<file path="src/source/ir_defs.svh">
// shared widths and fixed encodings for the decode stage
// RV32 only; the pcc top carries one extra bit for the full-space case
`ifndef IR_DEFS_SVH
`define IR_DEFS_SVH

// datapath
`define XLEN              32
`define REG_ADDR_W        5
`define CAP_REG_LIMIT_BIT 4   // only x0..x15 exist in capability mode

// pcc fields
`define PCC_TOP_W         33
`define PERM_W            12
`define OTYPE_W           3

// SYSTEM funct12 codes (funct3 == 0)
`define SYS_F12_ECALL     12'h000
`define SYS_F12_EBREAK    12'h001
`define SYS_F12_MRET      12'h302
`define SYS_F12_DRET      12'h7b2
`define SYS_F12_WFI       12'h105

`endif
</file>
<file path="src/source/cap_pkg.sv">
// CHERIoT capability-mode types; only the ops decoded at this stage
`default_nettype none

package cap_pkg;

  typedef enum logic [1:0] {
    CAP_NONE   = 2'd0,
    CAP_AUIPCC = 2'd1,
    CAP_CLC    = 2'd2,
    CAP_CSC    = 2'd3
  } cap_op_e;

  // bit positions inside the 12-bit permission vector
  typedef enum logic [3:0] {
    PERM_GL = 4'd0,
    PERM_EX = 4'd1,   // execute
    PERM_LD = 4'd2,
    PERM_SD = 4'd3,
    PERM_MC = 4'd4,
    PERM_SL = 4'd5,
    PERM_LG = 4'd6,
    PERM_LM = 4'd7,
    PERM_SE = 4'd8,
    PERM_US = 4'd9,
    PERM_SR = 4'd10   // system registers
  } perm_idx_e;

endpackage

`default_nettype wire

</file>
<file path="src/source/isa_pkg.sv">
// RV32I base encodings and the decode-stage classes derived from them
`default_nettype none

package isa_pkg;

  typedef enum logic [6:0] {
    OPCODE_LOAD     = 7'h03,
    OPCODE_MISC_MEM = 7'h0f,
    OPCODE_OP_IMM   = 7'h13,
    OPCODE_AUIPC    = 7'h17,
    OPCODE_STORE    = 7'h23,
    OPCODE_OP       = 7'h33,
    OPCODE_LUI      = 7'h37,
    OPCODE_BRANCH   = 7'h63,
    OPCODE_JALR     = 7'h67,
    OPCODE_JAL      = 7'h6f,
    OPCODE_SYSTEM   = 7'h73
  } opcode_e;

  // which execution pipe takes the instruction
  typedef enum logic [2:0] {
    PL_ALU    = 3'd0,
    PL_MULT   = 3'd1,   // also csr accesses
    PL_LS     = 3'd2,
    PL_BRANCH = 3'd3,
    PL_JAL    = 3'd4,
    PL_JALR   = 3'd5
  } pl_type_e;

  // anything but SYS_NONE goes down the controller special path
  typedef enum logic [3:0] {
    SYS_NONE   = 4'd0,
    SYS_CSRW   = 4'd1,
    SYS_MRET   = 4'd2,
    SYS_DRET   = 4'd3,
    SYS_WFI    = 4'd4,
    SYS_EBRK   = 4'd5,
    SYS_ECALL  = 4'd6,
    SYS_CJALR  = 4'd7,
    SYS_FENCEI = 4'd8
  } sys_op_e;

endpackage

`default_nettype wire

</file>
<file path="src/source/ir_decoder_top.sv">
// registered decode stage, result one cycle after valid_i
// no back-pressure, consumer must take each valid_o pulse
`default_nettype none
`include "ir_defs.svh"

module ir_decoder_top import isa_pkg::*; import cap_pkg::*; #(
  parameter bit RV32M_EN = 1'b1
) (
  input  logic                   clk_i,
  input  logic                   reset_i,
  input  logic                   valid_i,
  input  logic [`XLEN-1:0]       insn_i,
  input  logic [`XLEN-1:0]       pc_i,
  input  logic                   is_comp_i,
  input  logic                   fetch_err_i,
  input  logic                   cheri_pmode_i,
  input  logic                   debug_mode_i,
  input  logic [`XLEN-1:0]       pcc_base_i,
  input  logic [`PCC_TOP_W-1:0]  pcc_top_i,
  input  logic [`PERM_W-1:0]     pcc_perms_i,
  input  logic                   pcc_valid_i,
  input  logic [`OTYPE_W-1:0]    pcc_otype_i,
  output logic                   valid_o,
  output pl_type_e               pl_type_o,
  output logic [`REG_ADDR_W-1:0] rs1_o,
  output logic [`REG_ADDR_W-1:0] rs2_o,
  output logic [`REG_ADDR_W-1:0] rd_o,
  output logic                   rf_ren_a_o,
  output logic                   rf_ren_b_o,
  output logic                   rf_we_o,
  output logic                   is_csr_o,
  output sys_op_e                sys_op_o,
  output cap_op_e                cap_op_o,
  output logic [`XLEN-1:0]       btarget_o,
  output logic [`XLEN-1:0]       pc_nxt_o,
  output logic                   illegal_insn_o,
  output logic                   bound_vio_o,
  output logic                   perm_vio_o,
  output logic                   fetch_err_o,
  output logic                   any_err_o
);

  pl_type_e               dec_pl_type;
  logic [`REG_ADDR_W-1:0] dec_rs1, dec_rs2, dec_rd;
  logic                   dec_ren_a, dec_ren_b, dec_we, dec_is_csr;
  sys_op_e                dec_sys_op;
  cap_op_e                dec_cap_op;
  logic                   dec_is_mret, dec_illegal;
  logic                   chk_bound_vio, chk_perm_vio;
  logic [`XLEN-1:0]       tgt_btarget, tgt_pc_nxt;

  opcode_decoder #(
    .RV32M_EN (RV32M_EN)
  ) u_opcode_decoder (
    .insn_i        (insn_i),
    .cheri_pmode_i (cheri_pmode_i),
    .pl_type_o     (dec_pl_type),
    .rs1_o         (dec_rs1),
    .rs2_o         (dec_rs2),
    .rd_o          (dec_rd),
    .rf_ren_a_o    (dec_ren_a),
    .rf_ren_b_o    (dec_ren_b),
    .rf_we_o       (dec_we),
    .is_csr_o      (dec_is_csr),
    .sys_op_o      (dec_sys_op),
    .cap_op_o      (dec_cap_op),
    .is_mret_o     (dec_is_mret),
    .illegal_o     (dec_illegal)
  );

  fetch_bounds_check u_fetch_bounds_check (
    .pc_i          (pc_i),
    .is_comp_i     (is_comp_i),
    .cheri_pmode_i (cheri_pmode_i),
    .debug_mode_i  (debug_mode_i),
    .is_mret_i     (dec_is_mret),
    .pcc_base_i    (pcc_base_i),
    .pcc_top_i     (pcc_top_i),
    .pcc_perms_i   (pcc_perms_i),
    .pcc_valid_i   (pcc_valid_i),
    .pcc_otype_i   (pcc_otype_i),
    .bound_vio_o   (chk_bound_vio),
    .perm_vio_o    (chk_perm_vio)
  );

  branch_target_calc u_branch_target_calc (
    .insn_i    (insn_i),
    .pc_i      (pc_i),
    .is_comp_i (is_comp_i),
    .btarget_o (tgt_btarget),
    .pc_nxt_o  (tgt_pc_nxt)
  );

  dec_output_reg u_dec_output_reg (
    .clk_i          (clk_i),
    .reset_i        (reset_i),
    .valid_i        (valid_i),
    .fetch_err_i    (fetch_err_i),
    .pl_type_i      (dec_pl_type),
    .rs1_i          (dec_rs1),
    .rs2_i          (dec_rs2),
    .rd_i           (dec_rd),
    .rf_ren_a_i     (dec_ren_a),
    .rf_ren_b_i     (dec_ren_b),
    .rf_we_i        (dec_we),
    .is_csr_i       (dec_is_csr),
    .sys_op_i       (dec_sys_op),
    .cap_op_i       (dec_cap_op),
    .illegal_i      (dec_illegal),
    .bound_vio_i    (chk_bound_vio),
    .perm_vio_i     (chk_perm_vio),
    .btarget_i      (tgt_btarget),
    .pc_nxt_i       (tgt_pc_nxt),
    .valid_o        (valid_o),
    .pl_type_o      (pl_type_o),
    .rs1_o          (rs1_o),
    .rs2_o          (rs2_o),
    .rd_o           (rd_o),
    .rf_ren_a_o     (rf_ren_a_o),
    .rf_ren_b_o     (rf_ren_b_o),
    .rf_we_o        (rf_we_o),
    .is_csr_o       (is_csr_o),
    .sys_op_o       (sys_op_o),
    .cap_op_o       (cap_op_o),
    .btarget_o      (btarget_o),
    .pc_nxt_o       (pc_nxt_o),
    .illegal_insn_o (illegal_insn_o),
    .bound_vio_o    (bound_vio_o),
    .perm_vio_o     (perm_vio_o),
    .fetch_err_o    (fetch_err_o),
    .any_err_o      (any_err_o)
  );

endmodule

`default_nettype wire

</file>
<file path="src/source/dec_output_reg.sv">
// one-cycle output stage; loads only when valid_i is high, holds otherwise
`default_nettype none
`include "ir_defs.svh"

module dec_output_reg import isa_pkg::*; import cap_pkg::*; (
  input  logic                   clk_i,
  input  logic                   reset_i,
  input  logic                   valid_i,
  input  logic                   fetch_err_i,
  input  pl_type_e               pl_type_i,
  input  logic [`REG_ADDR_W-1:0] rs1_i,
  input  logic [`REG_ADDR_W-1:0] rs2_i,
  input  logic [`REG_ADDR_W-1:0] rd_i,
  input  logic                   rf_ren_a_i,
  input  logic                   rf_ren_b_i,
  input  logic                   rf_we_i,
  input  logic                   is_csr_i,
  input  sys_op_e                sys_op_i,
  input  cap_op_e                cap_op_i,
  input  logic                   illegal_i,
  input  logic                   bound_vio_i,
  input  logic                   perm_vio_i,
  input  logic [`XLEN-1:0]       btarget_i,
  input  logic [`XLEN-1:0]       pc_nxt_i,
  output logic                   valid_o,
  output pl_type_e               pl_type_o,
  output logic [`REG_ADDR_W-1:0] rs1_o,
  output logic [`REG_ADDR_W-1:0] rs2_o,
  output logic [`REG_ADDR_W-1:0] rd_o,
  output logic                   rf_ren_a_o,
  output logic                   rf_ren_b_o,
  output logic                   rf_we_o,
  output logic                   is_csr_o,
  output sys_op_e                sys_op_o,
  output cap_op_e                cap_op_o,
  output logic [`XLEN-1:0]       btarget_o,
  output logic [`XLEN-1:0]       pc_nxt_o,
  output logic                   illegal_insn_o,
  output logic                   bound_vio_o,
  output logic                   perm_vio_o,
  output logic                   fetch_err_o,
  output logic                   any_err_o
);

  //////////////////////////////////////////////////////////////////////
  // control and error flags
  //////////////////////////////////////////////////////////////////////

  always_ff @(posedge clk_i) begin
    if (reset_i) begin
      valid_o        <= 1'b0;
      rf_ren_a_o     <= 1'b0;
      rf_ren_b_o     <= 1'b0;
      rf_we_o        <= 1'b0;
      is_csr_o       <= 1'b0;
      sys_op_o       <= SYS_NONE;
      cap_op_o       <= CAP_NONE;
      illegal_insn_o <= 1'b0;
      bound_vio_o    <= 1'b0;
      perm_vio_o     <= 1'b0;
      fetch_err_o    <= 1'b0;
      any_err_o      <= 1'b0;
    end else begin
      valid_o <= valid_i;   // single-cycle pulse per item
      if (valid_i) begin
        rf_ren_a_o     <= rf_ren_a_i;
        rf_ren_b_o     <= rf_ren_b_i;
        rf_we_o        <= rf_we_i;
        is_csr_o       <= is_csr_i;
        sys_op_o       <= sys_op_i;
        cap_op_o       <= cap_op_i;
        illegal_insn_o <= illegal_i;
        bound_vio_o    <= bound_vio_i;
        perm_vio_o     <= perm_vio_i;
        fetch_err_o    <= fetch_err_i;
        any_err_o      <= illegal_i | bound_vio_i | perm_vio_i | fetch_err_i;
      end
    end
  end

  // payload
  always_ff @(posedge clk_i) begin
    if (valid_i) begin
      pl_type_o <= pl_type_i;
      rs1_o     <= rs1_i;
      rs2_o     <= rs2_i;
      rd_o      <= rd_i;
      btarget_o <= btarget_i;
      pc_nxt_o  <= pc_nxt_i;
    end
  end

endmodule

`default_nettype wire

</file>
<file path="src/source/branch_target_calc.sv">
// jal/branch target and fall-through pc; no alignment check here
`default_nettype none
`include "ir_defs.svh"

module branch_target_calc import isa_pkg::*; (
  input  logic [`XLEN-1:0] insn_i,
  input  logic [`XLEN-1:0] pc_i,
  input  logic             is_comp_i,
  output logic [`XLEN-1:0] btarget_o,
  output logic [`XLEN-1:0] pc_nxt_o
);

  localparam logic [`XLEN-1:0] STEP_C = 2;   // compressed
  localparam logic [`XLEN-1:0] STEP_N = 4;

  logic [`XLEN-1:0] imm_j, imm_b;
  logic             is_jal;

  assign is_jal = (insn_i[6:0] == OPCODE_JAL);

  assign imm_j = {{12{insn_i[31]}}, insn_i[19:12], insn_i[20], insn_i[30:21], 1'b0};
  assign imm_b = {{20{insn_i[31]}}, insn_i[7], insn_i[30:25], insn_i[11:8], 1'b0};

  // non-branch opcodes still get a b-type sum, consumer ignores it
  assign btarget_o = pc_i + (is_jal ? imm_j : imm_b);
  assign pc_nxt_o  = pc_i + (is_comp_i ? STEP_C : STEP_N);

endmodule

`default_nettype wire

</file>
<file path="src/source/fetch_bounds_check.sv">
// pcc check of the fetched pc; silent outside capability mode and in debug
`default_nettype none
`include "ir_defs.svh"

module fetch_bounds_check import cap_pkg::*; (
  input  logic [`XLEN-1:0]      pc_i,
  input  logic                  is_comp_i,
  input  logic                  cheri_pmode_i,
  input  logic                  debug_mode_i,
  input  logic                  is_mret_i,
  input  logic [`XLEN-1:0]      pcc_base_i,
  input  logic [`PCC_TOP_W-1:0] pcc_top_i,
  input  logic [`PERM_W-1:0]    pcc_perms_i,
  input  logic                  pcc_valid_i,
  input  logic [`OTYPE_W-1:0]   pcc_otype_i,
  output logic                  bound_vio_o,
  output logic                  perm_vio_o
);

  logic [`PCC_TOP_W:0] hdrm;   // extra msb flags pc above top
  logic                hdrm_ge2, hdrm_ge4, hdrm_ok, base_ok;
  logic                allow_all, chk_en;

  assign chk_en = cheri_pmode_i & ~debug_mode_i;

  // full 4GiB pcc, lets a 32-bit fetch at 0xffff_fffe through
  assign allow_all = (pcc_base_i == '0) & pcc_top_i[`PCC_TOP_W-1];

  assign hdrm     = {1'b0, pcc_top_i} - {{(`PCC_TOP_W + 1 - `XLEN){1'b0}}, pc_i};
  assign hdrm_ge4 = (|hdrm[`PCC_TOP_W-1:2]) & ~hdrm[`PCC_TOP_W];
  assign hdrm_ge2 = (|hdrm[`PCC_TOP_W-1:1]) & ~hdrm[`PCC_TOP_W];
  assign hdrm_ok  = allow_all | (is_comp_i ? hdrm_ge2 : hdrm_ge4);
  assign base_ok  = (pc_i >= pcc_base_i);

  assign bound_vio_o = chk_en & (~base_ok | ~hdrm_ok);

  assign perm_vio_o = chk_en & (~pcc_perms_i[PERM_EX] | ~pcc_valid_i | (pcc_otype_i != '0) |
                                (is_mret_i & ~pcc_perms_i[PERM_SR]));

endmodule

`default_nettype wire

</file>
<file path="src/source/opcode_decoder.sv">
// combinational RV32I(+M) decode; B-extension encodings are illegal
// in capability mode only x0..x15 may be referenced
`default_nettype none
`include "ir_defs.svh"

module opcode_decoder import isa_pkg::*; import cap_pkg::*; #(
  parameter bit RV32M_EN = 1'b1
) (
  input  logic [`XLEN-1:0]       insn_i,
  input  logic                   cheri_pmode_i,
  output pl_type_e               pl_type_o,
  output logic [`REG_ADDR_W-1:0] rs1_o,
  output logic [`REG_ADDR_W-1:0] rs2_o,
  output logic [`REG_ADDR_W-1:0] rd_o,
  output logic                   rf_ren_a_o,
  output logic                   rf_ren_b_o,
  output logic                   rf_we_o,
  output logic                   is_csr_o,
  output sys_op_e                sys_op_o,
  output cap_op_e                cap_op_o,
  output logic                   is_mret_o,
  output logic                   illegal_o
);

  localparam logic [`REG_ADDR_W-1:0] CAP_IDX_BIT = 1 << `CAP_REG_LIMIT_BIT;

  opcode_e                 opcode;
  logic [2:0]              funct3;
  logic [6:0]              funct7;
  logic [`REG_ADDR_W-1:0]  rs1_raw, rs2_raw, rd_raw;
  logic [`REG_ADDR_W-1:0]  addr_mask;
  logic                    ren_a, ren_b, we;
  logic                    illegal_insn, illegal_reg;

  assign opcode  = opcode_e'(insn_i[6:0]);
  assign funct3  = insn_i[14:12];
  assign funct7  = insn_i[31:25];
  assign rs1_raw = insn_i[19:15];
  assign rs2_raw = insn_i[24:20];
  assign rd_raw  = insn_i[11:7];

  //////////////////////////////////////////////////////////////////////
  // major opcode decode
  //////////////////////////////////////////////////////////////////////

  always_comb begin
    pl_type_o    = PL_ALU;
    ren_a        = 1'b0;
    ren_b        = 1'b0;
    we           = 1'b0;
    illegal_insn = 1'b0;
    is_csr_o     = 1'b0;
    is_mret_o    = 1'b0;
    sys_op_o     = SYS_NONE;
    cap_op_o     = CAP_NONE;

    case (opcode)
      OPCODE_JAL: begin
        pl_type_o = PL_JAL;
        we        = 1'b1;
      end
      OPCODE_JALR: begin
        pl_type_o    = PL_JALR;
        ren_a        = 1'b1;
        we           = 1'b1;
        illegal_insn = (funct3 != 3'b000);
        if (cheri_pmode_i) sys_op_o = SYS_CJALR;   // cap jump needs the controller
      end
      OPCODE_BRANCH: begin
        pl_type_o    = PL_BRANCH;
        ren_a        = 1'b1;
        ren_b        = 1'b1;
        illegal_insn = (funct3[2:1] == 2'b01);
      end
      OPCODE_LOAD: begin
        pl_type_o    = PL_LS;
        ren_a        = 1'b1;
        we           = 1'b1;
        // width 3 is a capability load, only legal in pmode
        illegal_insn = (funct3[2:1] == 2'b11) || (~cheri_pmode_i && funct3 == 3'b011);
        if (cheri_pmode_i && funct3 == 3'b011) cap_op_o = CAP_CLC;
      end
      OPCODE_STORE: begin
        pl_type_o    = PL_LS;
        ren_a        = 1'b1;
        ren_b        = 1'b1;
        illegal_insn = funct3[2] | (~cheri_pmode_i && funct3[1:0] == 2'b11);
        if (cheri_pmode_i && funct3 == 3'b011) cap_op_o = CAP_CSC;
      end
      OPCODE_LUI: begin
        we = 1'b1;
      end
      OPCODE_AUIPC: begin
        we = 1'b1;
        if (cheri_pmode_i) cap_op_o = CAP_AUIPCC;
      end
      OPCODE_OP_IMM: begin
        ren_a = 1'b1;
        we    = 1'b1;
        if (funct3 == 3'b001) begin
          illegal_insn = (funct7 != 7'h00);                    // slli only
        end else if (funct3 == 3'b101) begin
          illegal_insn = (funct7 != 7'h00) && (funct7 != 7'h20); // srli, srai
        end
      end
      OPCODE_OP: begin
        ren_a = 1'b1;
        ren_b = 1'b1;
        we    = 1'b1;
        case ({funct7, funct3})
          {7'h00, 3'b000}, {7'h20, 3'b000}, {7'h00, 3'b001}, {7'h00, 3'b010},
          {7'h00, 3'b011}, {7'h00, 3'b100}, {7'h00, 3'b101}, {7'h20, 3'b101},
          {7'h00, 3'b110}, {7'h00, 3'b111}: begin
            pl_type_o = PL_ALU;
          end
          {7'h01, 3'b000}, {7'h01, 3'b001}, {7'h01, 3'b010}, {7'h01, 3'b011},
          {7'h01, 3'b100}, {7'h01, 3'b101}, {7'h01, 3'b110}, {7'h01, 3'b111}: begin
            pl_type_o    = PL_MULT;   // mul/div family
            illegal_insn = ~RV32M_EN;
          end
          default: illegal_insn = 1'b1;
        endcase
      end
      OPCODE_MISC_MEM: begin
        pl_type_o = PL_BRANCH;
        case (funct3)
          3'b000:  ;                        // fence is a nop here
          3'b001:  sys_op_o = SYS_FENCEI;   // flush via jump to next pc
          default: illegal_insn = 1'b1;
        endcase
      end
      OPCODE_SYSTEM: begin
        if (funct3 == 3'b000) begin
          pl_type_o = PL_BRANCH;
          case (insn_i[31:20])
            `SYS_F12_ECALL:  sys_op_o = SYS_ECALL;
            `SYS_F12_EBREAK: sys_op_o = SYS_EBRK;
            `SYS_F12_DRET:   sys_op_o = SYS_DRET;
            `SYS_F12_WFI:    sys_op_o = SYS_WFI;
            `SYS_F12_MRET: begin
              sys_op_o  = SYS_MRET;
              is_mret_o = 1'b1;
            end
            default: illegal_insn = 1'b1;
          endcase
          if (rs1_raw != '0 || rd_raw != '0) illegal_insn = 1'b1;
        end else begin
          // csr access; set/clear with rs1 == x0 only reads
          is_csr_o     = 1'b1;
          pl_type_o    = PL_MULT;
          ren_a        = ~funct3[2];
          we           = 1'b1;
          sys_op_o     = (funct3[1] && rs1_raw == '0) ? SYS_NONE : SYS_CSRW;
          illegal_insn = (funct3[1:0] == 2'b00);
        end
      end
      default: illegal_insn = 1'b1;
    endcase
  end

  //////////////////////////////////////////////////////////////////////
  // capability-mode register limit
  //////////////////////////////////////////////////////////////////////

  assign illegal_reg = cheri_pmode_i & ((ren_a & rs1_raw[`CAP_REG_LIMIT_BIT]) |
                                        (ren_b & rs2_raw[`CAP_REG_LIMIT_BIT]) |
                                        (we    & rd_raw[`CAP_REG_LIMIT_BIT]));
  assign addr_mask   = cheri_pmode_i ? ~CAP_IDX_BIT : '1;

  assign rf_ren_a_o = ren_a & ~illegal_reg;
  assign rf_ren_b_o = ren_b & ~illegal_reg;
  assign rf_we_o    = we & ~illegal_reg;

  // unused index reads as zero
  assign rs1_o = rf_ren_a_o ? (rs1_raw & addr_mask) : '0;
  assign rs2_o = rf_ren_b_o ? (rs2_raw & addr_mask) : '0;
  assign rd_o  = rf_we_o    ? (rd_raw & addr_mask)  : '0;

  assign illegal_o = illegal_insn | illegal_reg;

endmodule

`default_nettype wire

</file>
<file path="config.mk">
export PLATFORM = sky130hd
export DESIGN_NAME = ir_decoder_top
export DESIGN_NICKNAME = d
export VERILOG_FILES = /design/src/source/cap_pkg.sv /design/src/source/isa_pkg.sv /design/src/source/ir_decoder_top.sv /design/src/source/dec_output_reg.sv /design/src/source/branch_target_calc.sv /design/src/source/fetch_bounds_check.sv /design/src/source/opcode_decoder.sv
export VERILOG_INCLUDE_DIRS = /design/src /design/src/source
export SDC_FILE = /design/constraint.sdc
export NUM_CORES = 1
export LEC_CHECK = 0
export ABC_CLOCK_PERIOD_IN_PS = 8800
export BUFFER_PORTS_ARGS = -buffer_cell sky130_fd_sc_hd__buf_2
export CORE_UTILIZATION = 30
export DETAILED_ROUTE_END_ITERATION = 7
export SYNTH_ARGS = -nofsm -noshare
export SYNTH_HDL_FRONTEND = slang
export SYNTH_SLANG_ARGS = --single-unit
export TNS_END_PERCENT = 30
</file>
<file path="constraint.sdc">
create_clock -name clk_i -period 8.8 [get_ports clk_i]
set_input_delay 0.44 -clock clk_i [delete_from_list [all_inputs] [get_ports clk_i]]
set_output_delay 0.44 -clock clk_i [all_outputs]
set_load 0.005 [all_outputs]
</file>
==> out/results.tsv <==
stage	metric	value	unit
status	outcome	finished clean	
logic_synthesis	YS warnings	0	
critical_path	Worst setup SP type	input pin	
hold_path	Hold Path Origin	pc_i[0]	
clock_tree	CTS root buf	clkbuf_16	
routing	DRT Pass-1 Iters	5	
power	Sw Ratio	34.4	%
power	share of power burned in registers	38.9	%
timing	Least-Margin Pin Slew	0.924	ns
power	leakage power	4.78	nW
clock_tree	htree depth	3	
logic_synthesis	synthesized instance count	1009	
hold_path	worst hold path class	input pin to register	
timing	Clock Skew	0	ns
timing	Final Setup Violations	0	
critical_path	CP max FO	15	
floorplanning	die area	29900	um2
routing	# DRC	0	
final_layout	Final #Nets	1485	
logic_synthesis	Seq/Total Area, Yosys	31.4	%
floorplanning	core area	28800	um2
routing	Initial DRC Count	659	
clock_tree	worst-skew pair later-pin latency	0.36	ns
power	Sw Pwr	0.000498	W
timing	final period utilization	50.2	%
timing	Worst slew margin	37.8	%
placement	Placed Instances	1608	
timing	setup TNS	0	ns
power	power share of the clock group	28.0	%
timing	Pins Over Slew Limit	0	
critical_path	Worst setup EP type	register	
timing	Fin. Hold Viols	0	
routing	post-route ant nets	0	
final_layout	Final Non-Filler Cells	1626	
logic_synthesis	Async SR Flop Fraction	0	%
final_layout	final instance area	10600	um2
final_layout	fin util	37.0	%
global_routing	Total GRT Usage	19.6	%
global_routing	initial antenna violation count	5	
floorplanning	# IOs	250	
timing	Max Freq	226	MHz
logic_synthesis	top_reg_cell synth	edfxtp_1	
final_layout	layout cells sized above 1	22.3	%
logic_synthesis	Post-synth EDFFs	81	
critical_path	RR Startpoint	u_dec_output_reg.any_err_o	
floorplanning	# rows	62	
global_routing	largest net degree at the start of global routing	65	
critical_path	CP arrival	4.54	ns
timing	unrepaired setup endpoints after global routing	no	
routing	routed wire length	29900	um
logic_synthesis	top-count cell post-synth	ha_1	
logic_synthesis	Seq cells post-synth	97	
routing	met1 WL	12900	um
clock_tree	CTS clk-pin slew, worst paths	0.08	ns
global_routing	remaining global-route overflow	0	
routing	Routed met2 length	14700	um
routing	highest routed layer	met5	
logic_synthesis	Avg Inst Size Synth	8.70	um2
logic_synthesis	synth cell count leaders	ha_1 (95), inv_1 (85), nand2_1 (84), edfxtp_1 (81), nor2_1 (81)	
clock_tree	# Post-CTS Setup Buffers	0	
placement	Port Buffers	239	
final_layout	filler instances	2975	
clock_tree	Clock Tree Buf Depth	2	
critical_path	Worst Setup SP	insn_i[6]	
routing	detailed-route wire length per cell	18.4	um
clock_tree	PostCTS Resize Cnt	0	
placement	GP Congestion	0.926	
final_layout	P&R area growth vs syn	21.3	%
floorplanning	Die X	173	um
floorplanning	Initial Util	30.5	%
floorplanning	Die Ht	173	um
clock_tree	Sink Count	97	
routing	Via density	5.22	
power	worst vdd ir	0.0912	mV
routing	metal3 WL	1540	um
logic_synthesis	post-synth top area share	27.7	%
logic_synthesis	Post-Syn Nets	1259	
timing	min Tclk post-route	4.42	ns
clock_tree	cts hold-fix bufs	0	
clock_tree	CTS Buf Count	9	
power	total power	0.00145	W
logic_synthesis	synth top area cells	edfxtp_1 (28%), ha_1 (14%), xnor2_1 (5.1%)	
job	Max-Cap Viols	0	
logic_synthesis	number of distinct library cells after synthesis	72	
logic_synthesis	Synth Cell Area	8780	um2
placement	dpl hpwl	24600	um
clock_tree	CTS tree	done	
critical_path	critical path type	input pin to register	
power	combinational power share	33.0	%
critical_path	CP required	8.92	ns
global_routing	first-pass GRT wire length	45400	um
power	internal power	0.000949	W
placement	Placed Area	10400	um2
logic_synthesis	dominant cell type by area after synthesis	edfxtp_1	
routing	vias	8492	
power	power density over cell area	136	nW/um2
global_routing	number of global-route vias before repair	8243	
## layout by cell type, fill, tap and decap left out, types with 17 or more instances in the layout
| cell type | count |
|---|---|
| inv_1 | 85 |
| o21ai_0 | 34 |
| and2_1 | 21 |
| a21o_1 | 41 |
| nand2_1 | 84 |
| xor2_1 | 17 |
| ha_1 | 95 |
| xnor2_1 | 51 |
| nor4_1 | 19 |
| nand4_1 | 22 |
| buf_2 | 238 |
| a31oi_1 | 19 |
| a21oi_1 | 68 |
| edfxtp_1 | 81 |
| nor2_1 | 81 |
| nor3_1 | 35 |
| nand3_1 | 28 |
| nand2b_1 | 19 |
## final cells by class
type	instances	area [um2]	area share, %
timing repair buffer	240	1210	11.3
sequential	97	2750	25.8
multi-input combinational	802	5600	52.6
tap	384	480	4.51
clock inverter	7	56.3	0.529
inverter	85	319	3.00
antenna	2	5.00	0.0470
clock buffer	9	225	2.11
## metrics by stage
stage	setup slack [ns]	hold slack [ns]
finish	4.38	0.287
global route	3.96	0.279
CTS	4.41	0.268
detailed placement	4.04	0.463
global placement	4.08	0.454
floorplan	4.77	0.462
## worst max-delay path, cell delays in order
cell and delay [ns]:
buf_2 0.25, nor2b_1 0.25, nand3_1 0.15, nor2_1 0.22, nand2_1 0.18, nand2_1 0.10, nand2_1 0.07, ha_1 0.22
fa_1 0.43, a211oi_1 0.26, nor2_1 0.11, o31ai_2 0.42, o31a_1 0.24, o31a_1 0.17, a21oi_1 0.10, o21ba_1 0.19
o21a_1 0.18, o21a_4 0.22, o41ai_4 0.22, xnor2_1 0.11
## state kept, by name (all words and copies together), names as in the netlist, 2 cells and up
name and count:
u_dec_output_reg.cap_op_o 2, u_dec_output_reg.rd_o 5, u_dec_output_reg.btarget_o 31, u_dec_output_reg.pl_type_o 3
u_dec_output_reg.rs2_o 5, u_dec_output_reg.sys_op_o 4, u_dec_output_reg.pc_nxt_o 32, u_dec_output_reg.rs1_o 5
## logic make-up (layout without fill, tap and decap cells)
logic type      Yosys count  count (layout)  share of synthesized area [%]
compound gates          265             265                           21.2
fa+ha+maj                98              98                           14.2
flops                    97              97                           31.4
xor+xnor                 68              68                           6.78
mux                      10              10                           1.15
other cells               0               2                              0
buf+inv                 110             341                           4.80
simple gates            361             361                           20.5
## power groups by stage
| stage | Combinational, W | Sequential (W) | Clock [W] |
|---|---|---|---|
| finish | 0.000478 | 0.000564 | 0.000405 |
| global route | 0.000527 | 0.000568 | 0.000428 |
| floorplan | 0.000284 | 0.000580 | 0 |
| detailed placement | 0.000475 | 0.000575 | 0 |
| global placement | 0.000471 | 0.000574 | 0 |
| CTS | 0.000478 | 0.000564 | 0.000414 |
## worst paths after layout
path / endpoint / slack [ns] / cells past startpoint
hold / removal: u_dec_output_reg.pc_nxt_o[0] / 0.29 / 1
hold reg to reg: u_dec_output_reg.sys_op_o[3] / 0.47 / 2
setup / recovery: u_dec_output_reg.btarget_o[29] / 4.38 / 20
setup reg to reg: u_dec_output_reg.any_err_o / 8.01 / 3
## metal layers
layer	up-vias	global-route usage, %
met5	-	0
li1	4170	-
met1	4023	24.0
met3	44	3.61
met4	6	6.67
met2	249	34.5
Power figures use the tool's default switching activity.
